==> config.mk <==
export PLATFORM = sky130hd
export DESIGN_NAME = fifo_to_aurora_tx
export DESIGN_NICKNAME = d
export VERILOG_FILES = /design/src/rtl/fifo_aurora_pkg.sv /design/src/rtl/link_up_filter.sv /design/src/rtl/packet_shifter.sv /design/src/rtl/tx_frame_ctrl.sv /design/src/rtl/stream_out_reg.sv /design/src/rtl/fifo_to_aurora_tx.sv
export SDC_FILE = /design/constraint.sdc
export NUM_CORES = 1
export LEC_CHECK = 0
export BUFFER_PORTS_ARGS = -buffer_cell sky130_fd_sc_hd__buf_2
export CORE_ASPECT_RATIO = 1.1
export CORE_MARGIN = 5
export CORE_UTILIZATION = 49
export CTS_CLUSTER_SIZE = 8
export DETAILED_ROUTE_END_ITERATION = 6
export PLACE_DENSITY = 0.73
export SETUP_SLACK_MARGIN = 0.4
export SLEW_MARGIN = 20
export SYNTH_ARGS = -nofsm -noshare
export SYNTH_HDL_FRONTEND = slang
export SYNTH_SLANG_ARGS = --single-unit
==> constraint.sdc <==
create_clock -name user_clk -period 7.8 [get_ports user_clk]
set_clock_uncertainty 0.15 [all_clocks]
set_input_delay 0.78 -clock user_clk [delete_from_list [all_inputs] [get_ports user_clk]]
set_output_delay 0.78 -clock user_clk [all_outputs]
set_load 0.1 [all_outputs]
==> src/rtl/fifo_aurora_pkg.sv <==
package fifo_aurora_pkg;

    //////////////////////////////
    // Packet and stream geometry
    //////////////////////////////

    localparam int PACKET_BITS      = 256;                       // One FIFO entry
    localparam int WORD_BITS        = 32;                        // One lane of the link
    localparam int WORDS_PER_PACKET = PACKET_BITS / WORD_BITS;   // Eight words per packet
    localparam int HEADER_WORDS     = 2;                         // Header goes out ahead of data
    localparam int MAX_PAYLOAD_WORDS = WORDS_PER_PACKET - HEADER_WORDS;

    // Number of consecutive high samples of channel_up before the link counts as stable
    localparam int LINK_STABLE_CYCLES = 4;

    //////////////////////////////
    // Header field positions
    //////////////////////////////

    localparam int SEQ_BYTE_MSB    = 255;   // Bus id on the FIFO side, sequence number on the link
    localparam int SRC_ID_MSB      = 247;   // FPGA that created the packet
    localparam int VALID_BYTES_MSB = 207;
    localparam int VALID_BYTES_LSB = 192;

    // The two low bits of the byte count are always zero for whole words
    localparam int BYTES_PER_WORD_LOG2 = $clog2(WORD_BITS / 8);
    localparam int WORD_COUNT_BITS =
        VALID_BYTES_MSB - VALID_BYTES_LSB + 1 - BYTES_PER_WORD_LOG2;

    //////////////////////////////
    // Shared types
    //////////////////////////////

    typedef logic [PACKET_BITS-1:0]     packet_t;
    typedef logic [WORD_BITS-1:0]       word_t;
    typedef logic [7:0]                 fpga_id_t;
    typedef logic [7:0]                 seq_t;
    typedef logic [WORD_COUNT_BITS-1:0] word_count_t;

    // Index of a word inside one packet, wide enough for every word of a frame
    typedef logic [$clog2(WORDS_PER_PACKET)-1:0] word_index_t;

    // Packets born at the far end must not be sent back to it
    localparam fpga_id_t TARGET_FPGA_ID = 8'h01;

endpackage

==> src/rtl/link_up_filter.sv <==
`timescale 1ns/1ps

module link_up_filter (
    input  logic user_clk,
    input  logic reset_TX_RX_Block,
    input  logic channel_up,
    output logic link_up
);

    import fifo_aurora_pkg::*;

    // Last LINK_STABLE_CYCLES samples of channel_up, newest in bit 0
    logic [LINK_STABLE_CYCLES-1:0] history;

    //////////////////////////////
    // Sample history
    //////////////////////////////

    // During lane training channel_up can rise and drop again after a few cycles
    // Only a run of high samples long enough to fill the history is trusted
    always_ff @(posedge user_clk) begin
        if (reset_TX_RX_Block) begin
            history <= '0;                                          // Link counts as down
        end else begin
            history <= {history[LINK_STABLE_CYCLES-2:0], channel_up}; // Shift in newest sample
        end
    end

    // Every stored sample must be high
    // A single low sample clears the indication on the next edge
    assign link_up = &history;

endmodule

==> src/rtl/packet_shifter.sv <==
`timescale 1ns/1ps

module packet_shifter (
    input  logic                         user_clk,
    input  logic                         reset_TX_RX_Block,
    input  fifo_aurora_pkg::packet_t     packet,
    input  logic                         load,
    input  logic                         shift,
    input  logic                         frame_done,
    output fifo_aurora_pkg::fpga_id_t    src_id,
    output fifo_aurora_pkg::word_count_t word_count,
    output fifo_aurora_pkg::word_t       word
);

    import fifo_aurora_pkg::*;

    // Bit position of the sequence byte inside the top word of the packet
    localparam int SEQ_POS_MSB = SEQ_BYTE_MSB - (PACKET_BITS - WORD_BITS);

    packet_t pkt_q;        // Packet being framed, current word on top
    logic    at_header;    // Header word 0 is still on top
    seq_t    seq_cnt;      // Frame sequence number for the receiver
    word_t   top_word;

    //////////////////////////////
    // Packet register
    //////////////////////////////

    // Load wins over shift, the controller never asks for both in one cycle
    always_ff @(posedge user_clk) begin
        if (load) begin
            pkt_q <= packet;                                           // Capture FIFO head
        end else if (shift) begin
            pkt_q <= {pkt_q[PACKET_BITS-WORD_BITS-1:0], {WORD_BITS{1'b0}}}; // Next word up
        end
    end

    // Header fields are kept apart from the shifting packet
    // The controller reads them in CHECK and through the whole frame
    always_ff @(posedge user_clk) begin
        if (load) begin
            src_id     <= packet[SRC_ID_MSB -: $bits(fpga_id_t)];
            word_count <= packet[VALID_BYTES_MSB : VALID_BYTES_LSB + BYTES_PER_WORD_LOG2];
        end
    end

    // Marks that the first header word is on top and needs its bus id replaced
    always_ff @(posedge user_clk) begin
        if (reset_TX_RX_Block) begin
            at_header <= 1'b0;
        end else if (load) begin
            at_header <= 1'b1;      // Fresh packet starts with header word 0
        end else if (shift) begin
            at_header <= 1'b0;      // Word 0 has left, rest goes out unchanged
        end
    end

    //////////////////////////////
    // Sequence counter
    //////////////////////////////

    // Counts frames that actually went out, dropped packets leave it alone
    // The receiver expects 0, 1, 2 and so on, wrapping after 255
    always_ff @(posedge user_clk) begin
        if (reset_TX_RX_Block) begin
            seq_cnt <= '0;
        end else if (frame_done) begin
            seq_cnt <= seq_cnt + 1'b1;
        end
    end

    //////////////////////////////
    // Word output
    //////////////////////////////

    assign top_word = pkt_q[PACKET_BITS-1 -: WORD_BITS];

    // The bus id only matters inside one FPGA, on the link its byte carries the sequence
    always_comb begin
        word = top_word;
        if (at_header) begin
            word[SEQ_POS_MSB -: $bits(seq_t)] = seq_cnt;   // Replace bus id
        end
    end

endmodule

==> src/rtl/tx_frame_ctrl.sv <==
`timescale 1ns/1ps

module tx_frame_ctrl (
    input  logic                         user_clk,
    input  logic                         reset_TX_RX_Block,
    input  logic                         empty,
    input  logic                         link_up,
    input  logic                         accept,
    input  fifo_aurora_pkg::fpga_id_t    src_id,
    input  fifo_aurora_pkg::word_count_t word_count,
    output logic                         rd_en,
    output logic                         load,
    output logic                         shift,
    output logic                         frame_done,
    output logic                         word_valid,
    output logic                         word_last
);

    import fifo_aurora_pkg::*;

    typedef enum logic [1:0] {
        IDLE  = 2'd0,   // Wait for a packet and a stable link
        LOAD  = 2'd1,   // Pop the FIFO and capture the head packet
        CHECK = 2'd2,   // Decide between send and drop
        SEND  = 2'd3    // Stream header and payload words
    } state_t;

    state_t      state;
    state_t      next_state;
    word_index_t word_cnt;      // Words already handed to the output register
    word_count_t last_index;    // Index of the final word of this frame
    logic        drop;

    //////////////////////////////
    // Packet checks
    //////////////////////////////

    // Broadcast loop prevention and sanity of the length field
    assign drop = (src_id == TARGET_FPGA_ID)
               || (word_count == '0)
               || (word_count > word_count_t'(MAX_PAYLOAD_WORDS));

    // Header words plus payload words, minus one for a zero based index
    assign last_index = word_count_t'(HEADER_WORDS) + word_count - word_count_t'(1);

    //////////////////////////////
    // State register
    //////////////////////////////

    always_ff @(posedge user_clk) begin
        if (reset_TX_RX_Block) begin
            state <= IDLE;
        end else begin
            state <= next_state;
        end
    end

    // link_up is only looked at here in IDLE so a frame that has started always ends
    always_comb begin
        next_state = state;
        unique case (state)
            IDLE: begin
                if (!empty && link_up) begin
                    next_state = LOAD;
                end
            end
            LOAD: begin
                next_state = CHECK;   // Header fields are valid one cycle after the capture
            end
            CHECK: begin
                if (drop) begin
                    next_state = IDLE;  // Packet already popped, nothing goes out
                end else begin
                    next_state = SEND;
                end
            end
            SEND: begin
                if (accept && word_last) begin
                    next_state = IDLE;  // Final word taken by the output register
                end
            end
            default: begin
                next_state = IDLE;
            end
        endcase
    end

    //////////////////////////////
    // Word counter
    //////////////////////////////

    // Advances only when the output register takes a word, so back-pressure freezes it
    always_ff @(posedge user_clk) begin
        if (reset_TX_RX_Block) begin
            word_cnt <= '0;
        end else if (state != SEND) begin
            word_cnt <= '0;                 // Ready for the next frame
        end else if (accept) begin
            word_cnt <= word_cnt + 1'b1;
        end
    end

    //////////////////////////////
    // Outputs
    //////////////////////////////

    assign rd_en      = (state == LOAD);   // One cycle pop of the fall-through FIFO
    assign load       = (state == LOAD);   // Capture happens on the same edge as the pop
    assign word_valid = (state == SEND);
    assign word_last  = word_valid && (word_count_t'(word_cnt) == last_index);
    assign shift      = word_valid && accept;   // Next word moves up once this one is taken
    assign frame_done = shift && word_last;      // Only sent frames bump the sequence

endmodule

==> src/rtl/stream_out_reg.sv <==
`timescale 1ns/1ps

module stream_out_reg (
    input  logic                   user_clk,
    input  logic                   reset_TX_RX_Block,
    input  fifo_aurora_pkg::word_t word,
    input  logic                   word_valid,
    input  logic                   word_last,
    input  logic                   s_axi_tx_tready,
    output logic                   accept,
    output fifo_aurora_pkg::word_t s_axi_tx_tdata,
    output logic                   s_axi_tx_tvalid,
    output logic                   s_axi_tx_tlast
);

    // Room for a new word when the register is empty or its word leaves this cycle
    assign accept = !s_axi_tx_tvalid || s_axi_tx_tready;

    //////////////////////////////
    // Stream control flags
    //////////////////////////////

    // While accept is low everything holds, so the link sees a steady word under stall
    always_ff @(posedge user_clk) begin
        if (reset_TX_RX_Block) begin
            s_axi_tx_tvalid <= 1'b0;
            s_axi_tx_tlast  <= 1'b0;
        end else if (accept) begin
            s_axi_tx_tvalid <= word_valid;                // Drops after a transfer with no new word
            s_axi_tx_tlast  <= word_valid && word_last;
        end
    end

    //////////////////////////////
    // Stream data
    //////////////////////////////

    always_ff @(posedge user_clk) begin
        if (accept && word_valid) begin
            s_axi_tx_tdata <= word;   // Only a real word replaces the held one
        end
    end

endmodule

==> src/rtl/fifo_to_aurora_tx.sv <==
`timescale 1ns/1ps

module fifo_to_aurora_tx (
    input  logic                     user_clk,
    input  logic                     reset_TX_RX_Block,
    input  logic                     empty,
    input  fifo_aurora_pkg::packet_t dout,
    output logic                     rd_en,
    input  logic                     channel_up,
    input  logic                     s_axi_tx_tready,
    output fifo_aurora_pkg::word_t   s_axi_tx_tdata,
    output logic                     s_axi_tx_tvalid,
    output logic                     s_axi_tx_tlast
);

    import fifo_aurora_pkg::*;

    logic        link_up;       // Debounced channel_up
    logic        load;          // Capture the FIFO head
    logic        shift;         // Move the next word to the top
    logic        frame_done;    // A frame left completely
    logic        word_valid;
    logic        word_last;
    logic        accept;        // Output register can take a word
    fpga_id_t    src_id;
    word_count_t word_count;
    word_t       word;

    //////////////////////////////
    // Link qualification
    //////////////////////////////

    link_up_filter u_link_up_filter (
        .user_clk          (user_clk),
        .reset_TX_RX_Block (reset_TX_RX_Block),
        .channel_up        (channel_up),
        .link_up           (link_up)
    );

    //////////////////////////////
    // Framing control
    //////////////////////////////

    tx_frame_ctrl u_tx_frame_ctrl (
        .user_clk          (user_clk),
        .reset_TX_RX_Block (reset_TX_RX_Block),
        .empty             (empty),
        .link_up           (link_up),
        .accept            (accept),
        .src_id            (src_id),
        .word_count        (word_count),
        .rd_en             (rd_en),
        .load              (load),
        .shift             (shift),
        .frame_done        (frame_done),
        .word_valid        (word_valid),
        .word_last         (word_last)
    );

    // Holds the popped packet and puts the sequence number into the header
    packet_shifter u_packet_shifter (
        .user_clk          (user_clk),
        .reset_TX_RX_Block (reset_TX_RX_Block),
        .packet            (dout),
        .load              (load),
        .shift             (shift),
        .frame_done        (frame_done),
        .src_id            (src_id),
        .word_count        (word_count),
        .word              (word)
    );

    //////////////////////////////
    // Link side register
    //////////////////////////////

    stream_out_reg u_stream_out_reg (
        .user_clk          (user_clk),
        .reset_TX_RX_Block (reset_TX_RX_Block),
        .word              (word),
        .word_valid        (word_valid),
        .word_last         (word_last),
        .s_axi_tx_tready   (s_axi_tx_tready),
        .accept            (accept),
        .s_axi_tx_tdata    (s_axi_tx_tdata),
        .s_axi_tx_tvalid   (s_axi_tx_tvalid),
        .s_axi_tx_tlast    (s_axi_tx_tlast)
    );

endmodule

* Word level (Yosys, flattened, before mapping) *
Index checks and enable logic that the tools add are counted.

storage, ports and cells
  register bits after elaboration = 330
  bits in latches = 0
  RAM bits = 0
  ROM bits = 0
  output and inout port bits = 35
  word-level logic and storage cells = 50
  memories = 0

cells by class
  add/subtract/negate cells = 4
  $mul = 0
  div/mod/pow operators = 0
  order comparisons = 1
  eq/ne operators = 8
  shift-type cells = 0
  mux-type cells = 9
  bitwise gates (word level) = 0
  reduce and logical (&&, ||, !) cells = 17

operators with widths
  operator                 number
  $mux W256                2
  $add A2 B14 Y14 const A  1
  $eq A3 B14 Y1            1
  $gt A14 B3 Y1 const B    1
  $logic_not A14 Y1        1
  $sub A14 B1 Y14 const B  1
  $add A8 B1 Y8 const B    1
  $eq A8 B1 Y1 const B     1
  $mux W8                  1
  $pmux W2 S4              1
  $logic_and A1 B1 Y1      6
  $mux W2                  3
  $eq A2 B2 Y1 const B     2
  $ne A2 B2 Y1 const B     2
  $reduce_and A4 Y1        1
  $add A3 B1 Y3 const B    1
  $logic_or A1 B1 Y1       3
  $eq A2 B1 Y1 const B     1
  $logic_not A1 Y1         2
  $logic_not A2 Y1         1
  $mux W1                  2
  $ne A2 B1 Y1 const B     1
  $reduce_and A2 Y1        1
  $reduce_bool A2 Y1       1
  $reduce_or A2 Y1         1

* Depth between registers and ports, before layout *
  depth in word-level cells = 7
  mapped depth = 9
  mapped depth without buffers = 8

* Cells and area by module *
A second synthesis with hierarchy kept.

unflattened totals
  cell total of the unflattened synthesis = 767
  area, all modules = 13,649.3 um2

modules (own cells, without submodules)
  module          times used  cells an instance  area each (um2)  seq. area each (um2)
  packet_shifter  1           638                11,862.6         8,528.2
  stream_out_reg  1           42                 1,056.0          1,001.0
  tx_frame_ctrl   1           78                 614.3            100.1
  link_up_filter  1           9                  116.4            80.1

* Worst setup path after synthesis *
Ideal clock, no wire load.

  kind = flip-flop to flip-flop
  start = register u_tx_frame_ctrl.state[0]
  end = register u_packet_shifter.pkt_q[0], enable pin
  arrival time = 6,704 ps
  slack = 316 ps
  stages on the path, launching flop included = 6
  buffers on the path = 3
  clock period less this slack = 7,484 ps
  path through = dfxtp_1 > nor2b_1 > clkbuf_1 > clkbuf_1 > clkbuf_1 > or2b_1

between the ends
  word-level cells in the longest chain between the ends = 3
  elaborated cells on any way between the ends = 4

ends and longest elaborated chain
  element                                  RTL line              RTL
  from (decl)                              tx_frame_ctrl.sv:28   state_t state;
  from (signal assigned)                   tx_frame_ctrl.sv:54   state <= next_state;
  $eq A2 B2 Y1                             tx_frame_ctrl.sv:109  assign word_valid = (state == SEND);
  $logic_and A1 B1 Y1                      tx_frame_ctrl.sv:111  assign shift = word_valid && accept;
  $reduce_bool A2 Y1 (no source line) (*)  -
  to (signal assigned)                     packet_shifter.sv:32  pkt_q <= packet;
  to (signal assigned)                     packet_shifter.sv:34  pkt_q <= {pkt_q[PACKET_BITS-WORD_BITS-1:0], {WORD_BITS{1'b0}}};
  to (decl)                                packet_shifter.sv:20  packet_t pkt_q;

Every way passes the cells marked *; elsewhere a longest branch is shown, timed or not.
A chain may end at the register's enable or synchronous reset.

* Worst setup path after layout *
  start = register u_tx_frame_ctrl.state[0]
  end = output port rd_en

between the ends
  word-level cells in the longest chain between the ends = 1

ends and longest elaborated chain
  element       RTL line                RTL
  $eq A2 B1 Y1  tx_frame_ctrl.sv:107    assign rd_en = (state == LOAD);
  to (decl)     fifo_to_aurora_tx.sv:8  output logic rd_en,

No other way between the ends.

==> metrics.md <==
| Metric | Value |
|---|---|
| Leak Pwr | 5.87 nW |
| Final core utilization | 0.614 |
| RSZ-0062 raised after global routing | no |
| CP required | 6870 ps |
| Worst-path clk slew | about 50 ps |
| CTS tree | yes |
| Buffers on Ports | 295 |
| Gr ovfl total | 0 |
| Crit path cell chain | nor2b_4, buf_12, buf_2 |
| Max VDD drop | 190 uV |
| Mux share of post-synthesis cell area | 0.196 |
| Worst hold start | u_packet_shifter.pkt_q[231] |
| Post-synth EDFFs | 310 |
| Power share of the clock group | 0.472 |
| Die outline area | 30900 um^2 |
| # Post-CTS Setup Buffers | 0 |
| Initial Utilization | 0.498 |
| Pins Over Slew Limit | 0 |
| Fin crit share | 0.423 |
| Post-synth top cells | 310 x edfxtp_1, 233 x mux2_2, 33 x and2_1 |
| Die span in y | 184 um |
| Status | finished clean |
| Synth warn | 0 |
| Commonest register cell after synthesis | edfxtp_1 |
| Core Area | 27000 um^2 |
| Reg2reg end | u_packet_shifter.seq_cnt[3] |
| Worst reg2reg path depth | 8 |
| Post-synth net total | approximately 1000 |
| Total negative slack | 0 ps |
| Max_cap viols | 0 |
| Sink Count | 330 |
| Post-Synth Adder-Cell Area | 0.00465 |
| H-Tree Depth | 2 |
| Initial antenna violation count | 10 |
| Final Net Count | 1334 |
| HP Class | register to register |
| Sw Pwr | roughly 0.7 mW |
| Post-Layout Inst Area | 16600 um^2 |
| GPL Wtd Cong | 0.837 |
| Top cells by area, synth | edfxtp_1 69%, mux2_2 19%, dfxtp_1 3.0% |
| Overall routed net length | 26800 um |
| Top cell type's share of synthesized area | 0.692 |
| Post-Syn Instances | 754 |
| Routed length per instance | between 15 and 20 um |
| Compound-cell area share of the yosys netlist | 0.0165 |
| Boundary Pins | 296 |
| Top achievable clock speed | 0.303 GHz |
| Layout area overhead | 23.3% |
| Max_slew headroom | 0.169 |
| First-pass GRT wire length | 40700 um |
| #FFs+latches synth | between 300 and 400 |
| Synth area leader | edfxtp_1 |
| Comb power frac | 0.018 |
| Switch share | 0.184 |
| Residual DRC count | 0 |
| Simple-Gate Fraction of Synth Area | 0.0433 |
| Hold Path Depth | 0 |
| Sequential Power Share | 0.510 |
| Period minus WS final | between 3000 and 4000 ps |
| Longest Clk Path Bufs | 3 |
| Drt first pass iters | 7 |
| Post-CTS sizing | 0 |
| Hold endpoint | u_stream_out_reg.s_axi_tx_tdata[7] |
| Overall die width | around 170 um |
| Hold buffers post-CTS | 0 |
| GRT Total Usage | 0.166 |
| Worst path slowest cell | buf_2 |
| Post-synthesis sequential area ratio | 0.721 |
| DRT antenna net count | 0 |
| Worst path max stage delay | approximately 580 ps |
| Vias | 7398 |
| Power Internal | ~3 mW |
| Arr. time, crit path | 2370 ps |
| Via count of the first global-routing pass | ~7700 |
| Cts bufs inserted | 47 |
| Layout cells sized above 1 | 0.552 |
| Count leader, synth | edfxtp_1 |
| Largest family of logic cells by synthesized area | multiplexers |
| Post-Syn Area | 13500 um^2 |
| Via density per instance | between 5 and 6 |
| DRT iter0 DRCs | 546 |
| Clk_lat worst skew | 520 ps |
| CP Buf/Inv Count | 2 |
| DP Area | 15300 um^2 |
| Worst setup EP type | primary output |
| Worst-path fanout max | 209 |
| Std-Cell Rows | 63 |
| Final-report setup violation count | 0 |
| Largest net degree at the start of global routing | 210 |
| Synth Area per Inst | 17.9 um^2 |
| XOR/XNOR Fraction of Synth Area | 0.00390 |
| R2R Setup Slk | 4800 ps |
| Setup CP Type | register to primary output |
| Delay-heaviest family, CP | buffers and inverters |
| CP startpoint kind | register |
| Tightest Pin Transition | 1250 ps |
| Final HPWL DP | 18000 um |
| Reg2reg start | u_packet_shifter.word_count[0] |
| Hold violation count in the final report | 0 |
| Power density over the cells | 226 nW/um^2 |
| Unique masters post-synth | 40 |
| Root buffer cell | clkbuf_16 |
| Ys async rst share | 0 |
==> layout by cell type (no fill, tap or decap), drive strengths merged, types with 2 or more instances in the layout <==
| cell type | Yosys | layout |
|---|---|---|
| nor4 | 3 | 3 |
| clkbuf | 33 | 57 |
| nor3 | 6 | 6 |
| nand4 | 10 | 10 |
| nor2 | 11 | 11 |
| diode | 0 | 6 |
| or3 | 2 | 2 |
| inv | 10 | 10 |
| edfxtp | 310 | 310 |
| nor4b | 2 | 2 |
| xnor2 | 5 | 5 |
| a31o | 5 | 5 |
| ha | 5 | 5 |
| mux2i | 2 | 2 |
| and2 | 33 | 33 |
| buf | 2 | 300 |
| a21oi | 11 | 11 |
| or4 | 2 | 2 |
| dfxtp | 20 | 20 |
| o21ai | 7 | 7 |
| nor2b | 7 | 7 |
| a22oi | 2 | 2 |
| and3 | 4 | 4 |
| mux2 | 233 | 233 |
| nand3 | 9 | 9 |
| a31oi | 3 | 3 |
| nand2 | 5 | 5 |
==> metal layers <==
metal / vias to the layer above / wire [um] / GRT usage / share of wire
met5: - / 46 / 0 / 0.0017
met4: 8 / 714 / 0.0620 / 0.027
met3: 55 / 1750 / 0.0462 / 0.065
met2: 229 / 13900 / 0.290 / 0.52
met1: 3554 / 10400 / 0.197 / 0.39
li1: 3552 / - / - / -
==> power groups by stage <==
stage	Combinational, mW	Sequential, mW	Clock [mW]
6_report	0.0695	1.91	1.77
5_1_grt	0.0764	1.91	1.88
4_1_cts	0.0704	1.91	1.81
3_5_place_dp	0.0700	1.95	0
3_3_place_gp	0.0688	1.95	0
2_1_floorplan	0.00404	1.95	0
==> layout make-up <==
class | instances | area [um^2]
fillers | 2049 | 10400
diodes | 6 | 15.0
inverters | 10 | 37.5
well taps | 357 | 447
clock buffers | 57 | 1260
repair buffers | 300 | 1540
flip-flops and latches | 330 | 9710
multi-input cells | 379 | 3580
clock inverters | 1 | 7.51
==> how the worst max path moves through the flow <==
stage | start | end | slack (ps) | depth (start not counted)
CTS | u_tx_frame_ctrl.state[0] | rd_en | 4310 | 3
global route | u_tx_frame_ctrl.state[0] | rd_en | 4270 | 3
floorplan | u_tx_frame_ctrl.state[0] | u_packet_shifter.pkt_q[0] | 2870 | 5
detailed placement | s_axi_tx_tready | u_packet_shifter.pkt_q[180] | 4340 | 5
finish | u_tx_frame_ctrl.state[0] | rd_en | 4500 | 3
global placement | s_axi_tx_tready | u_packet_shifter.pkt_q[211] | 4370 | 5
==> sequential cells by signal (all words and copies together) (netlist names), 2 cells and up <==
signal and cells:
u_packet_shifter.src_id 8, u_packet_shifter.word_count 14, u_stream_out_reg.s_axi_tx_tdata 32, u_packet_shifter.seq_cnt 8
u_tx_frame_ctrl.state 2, u_link_up_filter.history 4, u_packet_shifter.pkt_q 256, u_tx_frame_ctrl.word_cnt 3
==> cell families after synthesis <==
kind of cell    after synthesis
compound gates               34
xor+xnor                      6
fa+ha+maj                     5
buf+inv                      45
flops                       330
mux                         235
simple gates                 99
==> stage by stage <==
| step | hold slack (ps) | cells | power, mW | worst slack, ps |
|---|---|---|---|---|
| floorplan | 250 | 754 | 1.95 | 2870 |
| global placement | 251 | 1376 | 2.02 | 4370 |
| detailed placement | 255 | 1376 | 2.02 | 4340 |
| CTS | 267 | 1434 | 3.79 | 4310 |
| global route | 272 | 1440 | 3.87 | 4270 |
| finish | 266 | 1440 | 3.76 | 4500 |
Note: power is estimated with default switching activity, not from simulation.
